--- src/program.hex ---
// One 32-bit instruction word per line, starting at word address 0
00500093
FFD00113
002081B3
40208233
00403423
00803283
40100333
0060B123
00703383
00900013
--- src/rtl/rv_datapath_pkg.sv ---
package rv_datapath_pkg;

    // Data word width, one RV64 register
    localparam int xlen = 64;

    // Instruction word width
    localparam int ilen = 32;

    // Instruction ROM depth in words
    localparam int imem_words = 16;

    // Data memory depth in 64-bit words
    localparam int dmem_words = 32;

    // Store opcode, selects the S-type immediate layout
    localparam logic [6:0] opcode_store = 7'b0100011;

    // Vector types with a fixed meaning
    typedef logic [xlen-1:0] xword_t;
    typedef logic [ilen-1:0] iword_t;
    typedef logic [4:0]      reg_idx_t;
    typedef logic [11:0]     imm12_t;
    typedef logic [xlen-1:0] pc_t;

    // Fields sliced out of the instruction register
    // imm12 already holds the S or I layout, not yet extended
    typedef struct packed {
        logic [6:0] opcode;
        reg_idx_t   rd;
        reg_idx_t   rs1;
        reg_idx_t   rs2;
        imm12_t     imm12;
    } instr_fields_t;

endpackage

--- src/rtl/instruction_fetch.sv ---
`timescale 1ns/1ps

module instruction_fetch (
    input  logic                    CLK,
    input  logic                    rst_n,
    input  logic                    load_pc,
    output rv_datapath_pkg::pc_t    pc,
    output rv_datapath_pkg::iword_t instruction
);

    // Instruction ROM, one 32-bit word per entry
    rv_datapath_pkg::iword_t rom [rv_datapath_pkg::imem_words];

    // Word index taken from the byte address
    logic [$clog2(rv_datapath_pkg::imem_words)-1:0] rom_idx;

    // Sequential next address, no branches in this datapath
    rv_datapath_pkg::pc_t pc_next;

    // Unused entries read as zero
    // Program image comes from the hex file
    initial begin
        for (int i = 0; i < rv_datapath_pkg::imem_words; i++) begin
            rom[i] = '0;
        end
        $readmemh("/design/src/program.hex", rom);
    end

    // Drop the two byte-offset bits
    assign rom_idx = pc[$clog2(rv_datapath_pkg::imem_words)+1:2];

    assign pc_next = pc + rv_datapath_pkg::pc_t'(4);

    // Program counter
    // Moves only when load_pc is high, otherwise the same word is refetched
    always_ff @(posedge CLK) begin
        if (!rst_n) begin
            pc <= '0;
        end else if (load_pc) begin
            pc <= pc_next;
        end
    end

    // Instruction register
    // Loads every cycle, so it trails pc by one edge
    always_ff @(posedge CLK) begin
        if (!rst_n) begin
            instruction <= '0;
        end else begin
            instruction <= rom[rom_idx];
        end
    end

endmodule

--- src/rtl/register_file.sv ---
`timescale 1ns/1ps

module register_file (
    input  logic                      CLK,
    input  logic                      rst_n,
    input  logic                      we,
    input  rv_datapath_pkg::reg_idx_t rs1,
    input  rv_datapath_pkg::reg_idx_t rs2,
    input  rv_datapath_pkg::reg_idx_t rd,
    input  rv_datapath_pkg::xword_t   wdata,
    output rv_datapath_pkg::xword_t   rs1_data,
    output rv_datapath_pkg::xword_t   rs2_data
);

    // x0 .. x31
    rv_datapath_pkg::xword_t regs [32];

    // Write port
    // Reset clears every register
    // Writes to x0 are dropped
    always_ff @(posedge CLK) begin
        if (!rst_n) begin
            for (int i = 0; i < 32; i++) begin
                regs[i] <= '0;
            end
        end else if (we && (rd != '0)) begin
            regs[rd] <= wdata;
        end
    end

    // Read ports are combinational
    // Index 0 is hard zero regardless of array contents
    assign rs1_data = (rs1 == '0) ? '0 : regs[rs1];
    assign rs2_data = (rs2 == '0) ? '0 : regs[rs2];

endmodule

--- src/rtl/data_memory.sv ---
`timescale 1ns/1ps

module data_memory (
    input  logic                                           CLK,
    input  logic                                           we,
    input  logic [$clog2(rv_datapath_pkg::dmem_words)-1:0] addr,
    input  rv_datapath_pkg::xword_t                        wdata,
    output rv_datapath_pkg::xword_t                        rdata
);

    // Word-addressed storage, no byte lanes
    rv_datapath_pkg::xword_t mem [rv_datapath_pkg::dmem_words];

    // Known contents at time zero
    initial begin
        for (int i = 0; i < rv_datapath_pkg::dmem_words; i++) begin
            mem[i] = '0;
        end
    end

    // Store lands at the edge closing the cycle
    always @(posedge CLK) begin
        if (we) begin
            mem[addr] <= wdata;
        end
    end

    // Asynchronous read
    assign rdata = mem[addr];

endmodule

--- src/rtl/execute_unit.sv ---
`timescale 1ns/1ps

module execute_unit (
    input  rv_datapath_pkg::iword_t        instruction,
    input  rv_datapath_pkg::xword_t        rs1_data,
    input  rv_datapath_pkg::xword_t        rs2_data,
    input  logic                           sub,
    input  logic                           alu_din2_sel,
    output rv_datapath_pkg::instr_fields_t fields,
    output rv_datapath_pkg::xword_t        alu_result
);

    // Immediate after sign extension
    rv_datapath_pkg::xword_t imm_ext;

    // Second ALU operand
    rv_datapath_pkg::xword_t alu_din2;

    // Field slicing
    always_comb begin
        fields.opcode = instruction[6:0];
        fields.rd     = instruction[11:7];
        fields.rs1    = instruction[19:15];
        fields.rs2    = instruction[24:20];
        // Stores split the offset around rs2
        // Everything else keeps it on top
        if (fields.opcode == rv_datapath_pkg::opcode_store) begin
            fields.imm12 = {instruction[31:25], instruction[11:7]};
        end else begin
            fields.imm12 = instruction[31:20];
        end
    end

    // Replicate bit 11 up to the full word
    assign imm_ext = {{(rv_datapath_pkg::xlen - $bits(rv_datapath_pkg::imm12_t))
                       {fields.imm12[11]}}, fields.imm12};

    // Immediate for addi, ld and sd
    // Register for add and sub
    assign alu_din2 = alu_din2_sel ? imm_ext : rs2_data;

    // Adder with subtract control
    always_comb begin
        if (sub) begin
            alu_result = rs1_data - alu_din2;
        end else begin
            alu_result = rs1_data + alu_din2;
        end
    end

endmodule

--- src/rtl/datapath.sv ---
`timescale 1ns/1ps

module datapath (
    input  logic                    CLK,
    input  logic                    rst_n,
    // ALU subtract instead of add
    input  logic                    sub,
    // Register file write enable
    input  logic                    we_rf,
    // Data memory write enable
    input  logic                    we_mem,
    // Write-back source, high for ALU, low for memory
    input  logic                    rf_din_sel,
    // Second ALU operand, high for immediate
    input  logic                    alu_din2_sel,
    // Advance the program counter
    input  logic                    load_pc,
    // Observation ports
    output rv_datapath_pkg::pc_t    pc,
    output rv_datapath_pkg::iword_t instruction,
    output rv_datapath_pkg::xword_t alu_result,
    output rv_datapath_pkg::xword_t mem_rdata,
    output rv_datapath_pkg::xword_t wb_data
);

    // Decoded fields from the instruction register
    rv_datapath_pkg::instr_fields_t fields;

    // Register read data
    rv_datapath_pkg::xword_t rs1_data;
    rv_datapath_pkg::xword_t rs2_data;

    // PC, ROM and instruction register
    instruction_fetch i_fetch (
        .CLK         (CLK),
        .rst_n       (rst_n),
        .load_pc     (load_pc),
        .pc          (pc),
        .instruction (instruction)
    );

    // Register indices come straight from the sliced fields
    register_file i_regfile (
        .CLK      (CLK),
        .rst_n    (rst_n),
        .we       (we_rf),
        .rs1      (fields.rs1),
        .rs2      (fields.rs2),
        .rd       (fields.rd),
        .wdata    (wb_data),
        .rs1_data (rs1_data),
        .rs2_data (rs2_data)
    );

    // Immediate build and add/subtract
    execute_unit i_execute (
        .instruction  (instruction),
        .rs1_data     (rs1_data),
        .rs2_data     (rs2_data),
        .sub          (sub),
        .alu_din2_sel (alu_din2_sel),
        .fields       (fields),
        .alu_result   (alu_result)
    );

    // Low result bits form the word address, rs2 is the store data
    data_memory i_dmem (
        .CLK   (CLK),
        .we    (we_mem),
        .addr  (alu_result[$clog2(rv_datapath_pkg::dmem_words)-1:0]),
        .wdata (rs2_data),
        .rdata (mem_rdata)
    );

    // Write-back select closes the loop into the register file
    assign wb_data = rf_din_sel ? alu_result : mem_rdata;

endmodule

--- config.mk ---
export PLATFORM = sky130hd
export DESIGN_NAME = datapath
export DESIGN_NICKNAME = d
export VERILOG_FILES = /design/src/rtl/rv_datapath_pkg.sv /design/src/rtl/instruction_fetch.sv /design/src/rtl/register_file.sv /design/src/rtl/data_memory.sv /design/src/rtl/execute_unit.sv /design/src/rtl/datapath.sv
export SDC_FILE = /design/constraint.sdc
export NUM_CORES = 1
export LEC_CHECK = 0
export ABC_AREA = 1
export BUFFER_PORTS_ARGS = -buffer_cell sky130_fd_sc_hd__buf_2
export CORE_AREA = 2 2 115 117
export DETAILED_ROUTE_END_ITERATION = 7
export DIE_AREA = 0 0 117 119
export PLACE_DENSITY = 0.77
export SLEW_MARGIN = 30
export SYNTH_ARGS = -nofsm -noshare
export SYNTH_HDL_FRONTEND = slang
export SYNTH_MEMORY_MAX_BITS = 65536
export SYNTH_SLANG_ARGS = --single-unit
--- constraint.sdc ---
create_clock -name CLK -period 1.7 [get_ports CLK]
set_clock_uncertainty 0.15 [all_clocks]
set_input_delay 0.17 -clock CLK [delete_from_list [all_inputs] [get_ports CLK]]
set_output_delay 0.17 -clock CLK [all_outputs]
set_load 0.01 [all_outputs]
# Word level (Yosys, flattened, before mapping)
# Memory sizes are Yosys's and may differ from the RTL's. A register that Yosys moved wholly into a read port is not among the register bits.
# Cells that the tools add are included.
word_totals:
  output_inout_bits: 288
  elab_cells: 30
  ram_bits: 4096
  memories: 2
  in_bits: 8
  regBits: 96
op_classes:
  addsub: 3
  muxes: 17
  eq_ne: 1
  n_reduce_logical: 5
memory_table:
  columns: ["name", "depth", "word_bits", "rd", "rd_clocked_by_memory_dff", "write_ports", "line", "text"]
  rows:
  - ["i_dmem.mem", 32, 64, 1, 0, 1, "data_memory.sv:12", "rv_datapath_pkg::xword_t mem [rv_datapath_pkg::dmem_words];"]
  - ["i_regfile.regs", 32, 64, 2, 2, 32, "register_file.sv:16", "rv_datapath_pkg::xword_t regs [32];"]
op_table:
  columns: ["op", "n"]
  rows:
  - ["$mux 64", 6]
  - ["$add 64x3->64 const B", 1]
  - ["$add 64x64->64", 1]
  - ["$reduce_or 64->1", 1]
  - ["$sub 64x64->64", 1]
  - ["$mux 5", 4]
  - ["$logic_not 5->1", 2]
  - ["$eq 7x6->1 const B", 1]
  - ["$mux 1", 7]
  - ["$reduce_bool 5->1", 1]
  - ["$logic_and 1x1->1", 1]

# Logic depth before layout (Yosys ltp)
# Gate-level depths: netlist (run 1).
# An unclocked memory read counts as a cell.
depth:
  word_depth: 8
  ltp_mapped: 11

# By module
# A second synthesis (run 1) with hierarchy kept.
unflattened:
  hier_cells: 24962
  area_unflattened_um2: 211333.9
modules_own_cells:
  columns: ["mod", "area_each_um2", "n_inst", "seq_area_each_um2", "cells_per_inst"]
  rows:
  - ["register_file", 114571.1, 1, 61499.0, 14574]
  - ["data_memory", 84436.0, 1, 61499.0, 8069]
  - ["execute_unit", 7460.9, 1, 0.0, 1442]
  - ["instruction_fetch", 4021.4, 1, 1241.2, 671]
  - ["datapath", 844.6, 1, 0.0, 206]

# Worst setup path before layout (run 1)
# OpenSTA, ideal clock, no wires.
synth_timing:
  kind: "flip-flop to flip-flop"
  startpoint: "register i_fetch.pc[2]"
  endpoint: "register i_fetch.pc[44]"
  n_path_buf: 0
  arrival_ns: 1.413
  slack_ns: 0.025
  path_stages_with_launch: 11
  required_time_ns: 1.437
  cell_sequence: "dfxtp_1 -> ha_1 -> nand2_2 -> nor2_8 -> nand2_2 -> nor2_2 -> nand2_1 -> nor2_1 -> nand2_1 -> nand2_1 -> nor2_1"
synth_between:
  elab_chain_len: 1
synth_lines:
  columns: ["element", "line", "text"]
  rows:
  - ["start: declaration", "instruction_fetch.sv:7", "output rv_datapath_pkg::pc_t pc,"]
  - ["start signal: assignment", "instruction_fetch.sv:40", "pc <= pc_next;"]
  - ["$add 64x3->64", "instruction_fetch.sv:32", "assign pc_next = pc + rv_datapath_pkg::pc_t'(4);"]
# Every way passes these cells.
# A chain may end at the register's enable or synchronous reset.

# Final worst setup path (run 1)
layout_timing:
  startpoint: "register i_fetch.pc[2]"
  endpoint: "register i_fetch.pc[27]"
# The elaborated chain is that of the path after synthesis.

==> flow_metrics.py, run 1 <==
metrics = {
    "clocking": {
        "hold_buffers": 0,
        "htreeDepth": 3,
        "clock_latency_ps": 340,
        "cts_tree": "yes",
        "root_buffer": "clkbuf_16",
        "clockBufferDepth": 2,
        "clk_pin_slew_ps": 50,
        "cts_made_buffers": 9,
        "cts.sinks": 62,
    },
    "min_path": {
        "min_from": "rst_n",
        "hold_end": "i_fetch.pc[18]",
        "worstHoldPathType": "input port to flip-flop",
        "whs_path_depth": 3,
    },
    "timing": {
        "setup_ws_ps": 30.9,
        "grt_setup_unrepaired": "yes",
        "setup_tns_ps": 0,
        "max_freq_mhz": 599,
        "relSlewSlack": 0.558,
        "drv_slew": 0,
        "setup_viol": 0,
        "worstMarginPinSlew_ps": 663,
        "finalHoldViolCount": 0,
        "post-route-period-util": 0.982,
        "period_minus_slack_ps": 1670,
    },
    "worst_setup_path": {
        "crit_path_start_kind": "flip-flop",
        "r2r_cells": 8,
        "startpoint": "i_fetch.pc[2]",
        "cp_common_cell": "nor2_1",
        "r2r-start": "i_fetch.pc[2]",
        "r2r_end": "i_fetch.pc[27]",
        "worstPathMaxFanout": 3,
        "cp-end-kind": "flip-flop",
        "critPathMaxStageDelay_ps": 360,
        "slowest_stage": "dfxtp_4",
        "rrSetupSlack_ps": 30,
        "path_class": "flip-flop to flip-flop",
        "required_ps": 1750,
        "arrival_ps": 1720,
        "path_cells": "buf_4, nand2_2, nor2_4, nand3_1, nor2_1, nand2_1, xor2_1, nor2_1",
    },
    "cells_and_area": {
        "num_antenna_cells": 0,
        "final_common_cell": "conb_1",
        "top_register": "i_fetch.pc",
        "syn_to_final_growth_pct": 19.6,
        "regArea_sq_mm": 0.00130,
        "final_cell_area_sq_mm": 0.00649,
        "final_cell_mix": "226 x conb_1, 151 x nand2_1, 114 x nor2_1",
        "reg_top3": "i_fetch.pc (62)",
        "drive_above_1_share": 0.317,
        "fin_nets": 1014,
        "largest_reg_flops": 62,
        "multiInputGateArea_sq_mm": 0.00344,
        "final_cells": 1184,
        "finalCoreUtilization": 0.504,
        "fill_cells": 1211,
    },
    "yosys": {
        "netlist_instances": 846,
        "syn_area_per_cell_sq_um": 6.41,
        "yosysTopAreaCell": "buf_4",
        "netlist_area_sq_mm": 0.00542,
        "yosysWarnings": 0,
        "synth.area.top_cells": "buf_4 31%, dfxtp_1 23%, nand2_1 12%",
        "synth_top_area_frac": 0.313,
        "ys_types": 32,
        "seq_area_frac_synth": 0.229,
        "synth_seq_cells": 62,
    },
    "placed_design": {
        "dpl_cell_area_sq_mm": 0.00576,
        "dpl.hpwl_um": 10800,
        "dp_cells": 1165,
        "place_ws_ps": -81.4,
        "globalplace.congestion": 0.959,
        "io_buffers": 64,
    },
    "floorplan": {
        "core_sq_mm": 0.0129,
        "io-pin-count": 296,
        "start_util": 0.421,
        "fp.dieH_um": 119,
        "die_x_um": 117,
        "fp.dieArea_sq_mm": 0.0139,
        "rows": 42,
    },
    "pwr": {
        "pwr-share-comb": 0.099,
        "powerDensity_mw_per_mm2": 530,
        "clock_power_share": 0.476,
        "cell_internal_pwr_mw": 2.50,
        "p_leak_nw": 3.10,
        "power_frac_seq": 0.425,
        "max-vdd-ir-drop_mv": 0.572,
        "p_sw_mw": 0.934,
        "power.share.switching": 0.272,
    },
    "grt": {
        "grt.overflow.total": 0,
        "track_usage": 0.194,
        "grt_pass1_wl_um": 21100,
        "grt_max_degree": 42,
        "grt_pass1_vias": 4433,
        "antenna_found_initial": 0,
    },
    "routing": {
        "drt-wirelength-per-cell_um": 11.8,
        "drt-total-wl_um": 14000,
        "drtPass1Iterations": 5,
        "dr.first_iter.drc_count": 306,
        "via_count": 5149,
        "vias_per_cell": 4.35,
        "drc": 0,
        "antenna_left": 0,
    },
    "status": {
        "status": "finished clean",
    },
    "flow_run": {
        "cap_violations": 0,
    },
}
-- routing by layer --
layer  track usage  share of wire  vias up  wire [um]
met2         0.337           0.50      242       7060
met3        0.0346          0.068       25        955
met4        0.0772          0.024        0        333
met1         0.233           0.40     2391       5660
li1              -              -     2491          -
met5             0              0        -          0
-- critical path: cells and delay by family (launching register included) --
family                    cells  cell delay, ps
and+or+nand+nor               6             750
DFF                           1             360
xor gates and xnor gates      1             150
buffers and inverters         1             110
-- logic make-up after synthesis --
kind of cell    share of synthesized area
compound gates                     0.0508
xor+xnor                          0.00969
fa+ha+maj                         0.00231
buf+inv                             0.361
flops                               0.229
other cells                      0.000692
simple gates                        0.346
-- power by group through the flow --
stage | clock [mW] | sequential (mW) | combinational [mW]
2_1_floorplan | 0 | 1.50 | 0.657
3_3_place_gp | 0 | 1.49 | 0.322
3_5_place_dp | 0 | 1.49 | 0.324
4_1_cts | 1.65 | 1.47 | 0.326
5_1_grt | 1.72 | 1.46 | 0.388
6_report | 1.63 | 1.46 | 0.340
-- Yosys cell counts --
cell and count:
ha_1 1, nor2_2 14, inv_1 61, conb_1 1, nand3_4 1, nor3b_2 1, o21ai_0 17, a31oi_1 2
nand4_1 11, nor2_8 1, and2_1 1, nor2_4 6, dfxtp_1 62, nor3_1 9, buf_4 226, and2_2 1
nor3_2 2, nor3b_1 2, nor2_1 158, a21oi_1 28, nand3b_1 2, buf_2 2, nand3_1 33, o21bai_1 1
xor2_1 2, nand2_1 175, nand2_2 11, clkbuf_1 6, o21a_1 2, a211oi_1 2, nand2_4 1, xnor2_1 4
-- what timing repair did --
item	in CTS	in global routing
endpoints found under the hold margin	0	0
pin swaps	2	29
setup buffers	0	5
endpoints found under the setup margin	23	48
resized for setup	20	132
-- how the worst max path moves through the flow --
| stage | endpoint | cells past startpoint |
|---|---|---|
| 2_1_floorplan | i_fetch.pc[44] | 10 |
| 3_3_place_gp | i_fetch.pc[53] | 9 |
| 3_5_place_dp | i_fetch.pc[53] | 10 |
| 4_1_cts | i_fetch.pc[26] | 9 |
| 5_1_grt | i_fetch.pc[27] | 8 |
| 6_report | i_fetch.pc[27] | 8 |
-- layout make-up --
type	count	area share
Multi-Input combinational cell	714	0.530
Sequential cell	62	0.200
Timing Repair Buffer	157	0.161
Tap cell	176	0.0340
Clock buffer	12	0.0380
Inverter	61	0.0353
Clock inverter	2	0.00154
-- stage by stage --
step           total power, mW  hold WS (ps)
6_report                  3.44          4.74
5_1_grt                   3.57          32.9
4_1_cts                   3.44          1.50
3_5_place_dp              1.82           345
3_3_place_gp              1.82           336
2_1_floorplan             2.15           248
Power figures use the tool's default switching activity.
==> inputs of run 2 (changes only) <==
--- a/config.mk
+++ b/config.mk
@@ -7,10 +7,10 @@
 export LEC_CHECK = 0
 export ABC_AREA = 1
 export BUFFER_PORTS_ARGS = -buffer_cell sky130_fd_sc_hd__buf_2
-export CORE_AREA = 2 2 115 117
+export CORE_AREA = 2 2 114 116
 export DETAILED_ROUTE_END_ITERATION = 7
-export DIE_AREA = 0 0 117 119
-export PLACE_DENSITY = 0.77
+export DIE_AREA = 0 0 116 118
+export PLACE_DENSITY = 0.79
 export SLEW_MARGIN = 30
 export SYNTH_ARGS = -nofsm -noshare
 export SYNTH_HDL_FRONTEND = slang
==> constraint.sdc (replaced) <==
create_clock -name CLK -period 2.06 [get_ports CLK]
set_clock_uncertainty 0.15 [all_clocks]
set_input_delay 0.206 -clock CLK [delete_from_list [all_inputs] [get_ports CLK]]
set_output_delay 0.206 -clock CLK [all_outputs]
set_load 0.01 [all_outputs]
==> run 2 against run 1 <==
- critical path depth rose by 1
- via count fell by 7.6%
- worst hold slack improved by 52 ps
- global-route usage fell by 1.4 points
- non-clock buffer count fell by 88
- clock-buffer cell count did not move
- maximum frequency fell by 13%
- sequential share of layout area rose by 2.9 points
- clock power barely moved
- total power fell by 9.8%
- final area fell by 16%
- register-to-register slack improved by 110 ps
==> flow_metrics.py, run 2 (synthesis gave the netlist of run 1 again) <==
metrics = {
    "timing": {
        "setup_ws_ps": 137,
        "worstMarginPinSlew_ps": 636,
        "drv_slew": 0,
        "grt_setup_unrepaired": "no",
        "post-route-period-util": 0.934,
        "setup_tns_ps": 0,
        "finalHoldViolCount": 0,
        "max_freq_mhz": 520,
        "setup_viol": 0,
        "relSlewSlack": 0.576,
        "period_minus_slack_ps": 1920,
        "timing.hold.ws_ps": 56.8,
    },
    "floorplan": {
        "die_x_um": 116,
        "fp.dieH_um": 118,
        "rows": 41,
        "core_sq_mm": 0.0124,
        "fp.dieArea_sq_mm": 0.0137,
        "start_util": 0.437,
        "io-pin-count": 296,
    },
    "clocking": {
        "post_cts_resized": 0,
        "cts.sinks": 62,
        "clk_pin_slew_ps": 50,
        "clockBufferDepth": 2,
        "htreeDepth": 3,
        "clock_latency_ps": 340,
        "hold_buffers": 0,
        "root_buffer": "clkbuf_16",
        "cts_setup_buffers": 0,
        "cts_tree": "yes",
        "cts_made_buffers": 9,
    },
    "cells_and_area": {
        "num_antenna_cells": 0,
        "syn_to_final_growth_pct": 0.254,
        "reg_top3": "i_fetch.pc (62)",
        "final_common_cell": "conb_1",
        "final_cell_mix": "226 x conb_1, 175 x nand2_1, 157 x nor2_1",
        "fin_nets": 926,
        "largest_reg_flops": 62,
        "final_cells": 1094,
        "drive_above_1_share": 0.134,
        "finalCoreUtilization": 0.438,
        "final_cell_area_sq_mm": 0.00544,
        "top_register": "i_fetch.pc",
    },
    "worst_setup_path": {
        "required_ps": 2110,
        "crit_path_start_kind": "flip-flop",
        "worstPathMaxFanout": 5,
        "r2r_cells": 9,
        "path_class": "flip-flop to flip-flop",
        "arrival_ps": 1980,
        "cp-end-kind": "flip-flop",
    },
    "min_path": {
        "whs_path_depth": 4,
        "worstHoldPathType": "input port to flip-flop",
    },
    "routing": {
        "dr.first_iter.drc_count": 313,
        "drt-wirelength-per-cell_um": 11.7,
        "drt-total-wl_um": 12800,
        "drc": 0,
        "vias_per_cell": 4.35,
        "via_count": 4757,
        "drtPass1Iterations": 6,
        "antenna_left": 0,
    },
    "grt": {
        "antenna_found_initial": 0,
        "grt_pass1_wl_um": 19400,
        "grt_max_degree": 48,
        "track_usage": 0.180,
        "grt_pass1_vias": 3950,
        "grt.overflow.total": 0,
    },
    "placed_design": {
        "place_ws_ps": 176,
        "io_buffers": 64,
        "dp_cells": 1078,
        "dpl.hpwl_um": 10100,
        "dpl_cell_area_sq_mm": 0.00511,
        "globalplace.congestion": 0.936,
    },
    "pwr": {
        "p_leak_nw": 2.51,
        "max-vdd-ir-drop_mv": 0.402,
        "powerDensity_mw_per_mm2": 570,
        "total_power_mw": 3.10,
    },
    "flow_run": {
        "cap_violations": 0,
    },
    "status": {
        "status": "finished clean",
    },
}
run 2: cell count changes in the layout (fill, tap and decap cells not counted), moves of 6 or more:
cell     previous run  this run
dfxtp_1            27        61
buf_4              91         5
nand2_2            29        11
nor2_2             36        15
nand2_4             7         1
dfxtp_2            30         1
nand2_1           151       175
nor2_4             28         6
nor2_1            114       157
run 2: worst max-delay path, stage by stage (launching register included):
cell and delay (ps):
dfxtp_1 420, nand2_1 130, nor2_2 220, nand2_1 110
nor2_2 190, inv_1 90, nor2_2 240, nand3_1 100
nand2_1 80, nor2_1 30
run 2: where the power goes:
group	switching [mW]	internal [mW]	total (mW)
Sequential	0.00507	1.20	1.21
Clock	0.545	1.09	1.63
Combinational	0.237	0.0202	0.257
run 2: area by class of cell:
cell class	instances	area, sq um
Fill cell	1328	6980
Multi-Input combinational cell	714	3070
Sequential cell	62	1240
Timing Repair Buffer	69	358
Clock buffer	12	246
Inverter	61	229
Tap cell	172	215
Clock inverter	4	70.1
run 2: routing by layer:
metal	routed length, um	part of all wire	vias to the layer above	global-route usage
met3	1200	0.094	38	0.0386
met2	6180	0.48	294	0.300
met4	424	0.033	0	0.0871
met1	4980	0.39	2115	0.217
met5	0	0	-	0
li1	-	-	2310	-
run 2: path summary, 6_finish.rpt:
check                 startpoint             end  slack (ps)
setup / recovery  i_fetch.pc[26]  i_fetch.pc[53]         140
hold / removal           load_pc   i_fetch.pc[2]          60
setup reg to reg  i_fetch.pc[26]  i_fetch.pc[53]         140
hold reg to reg    i_fetch.pc[8]   i_fetch.pc[8]         350
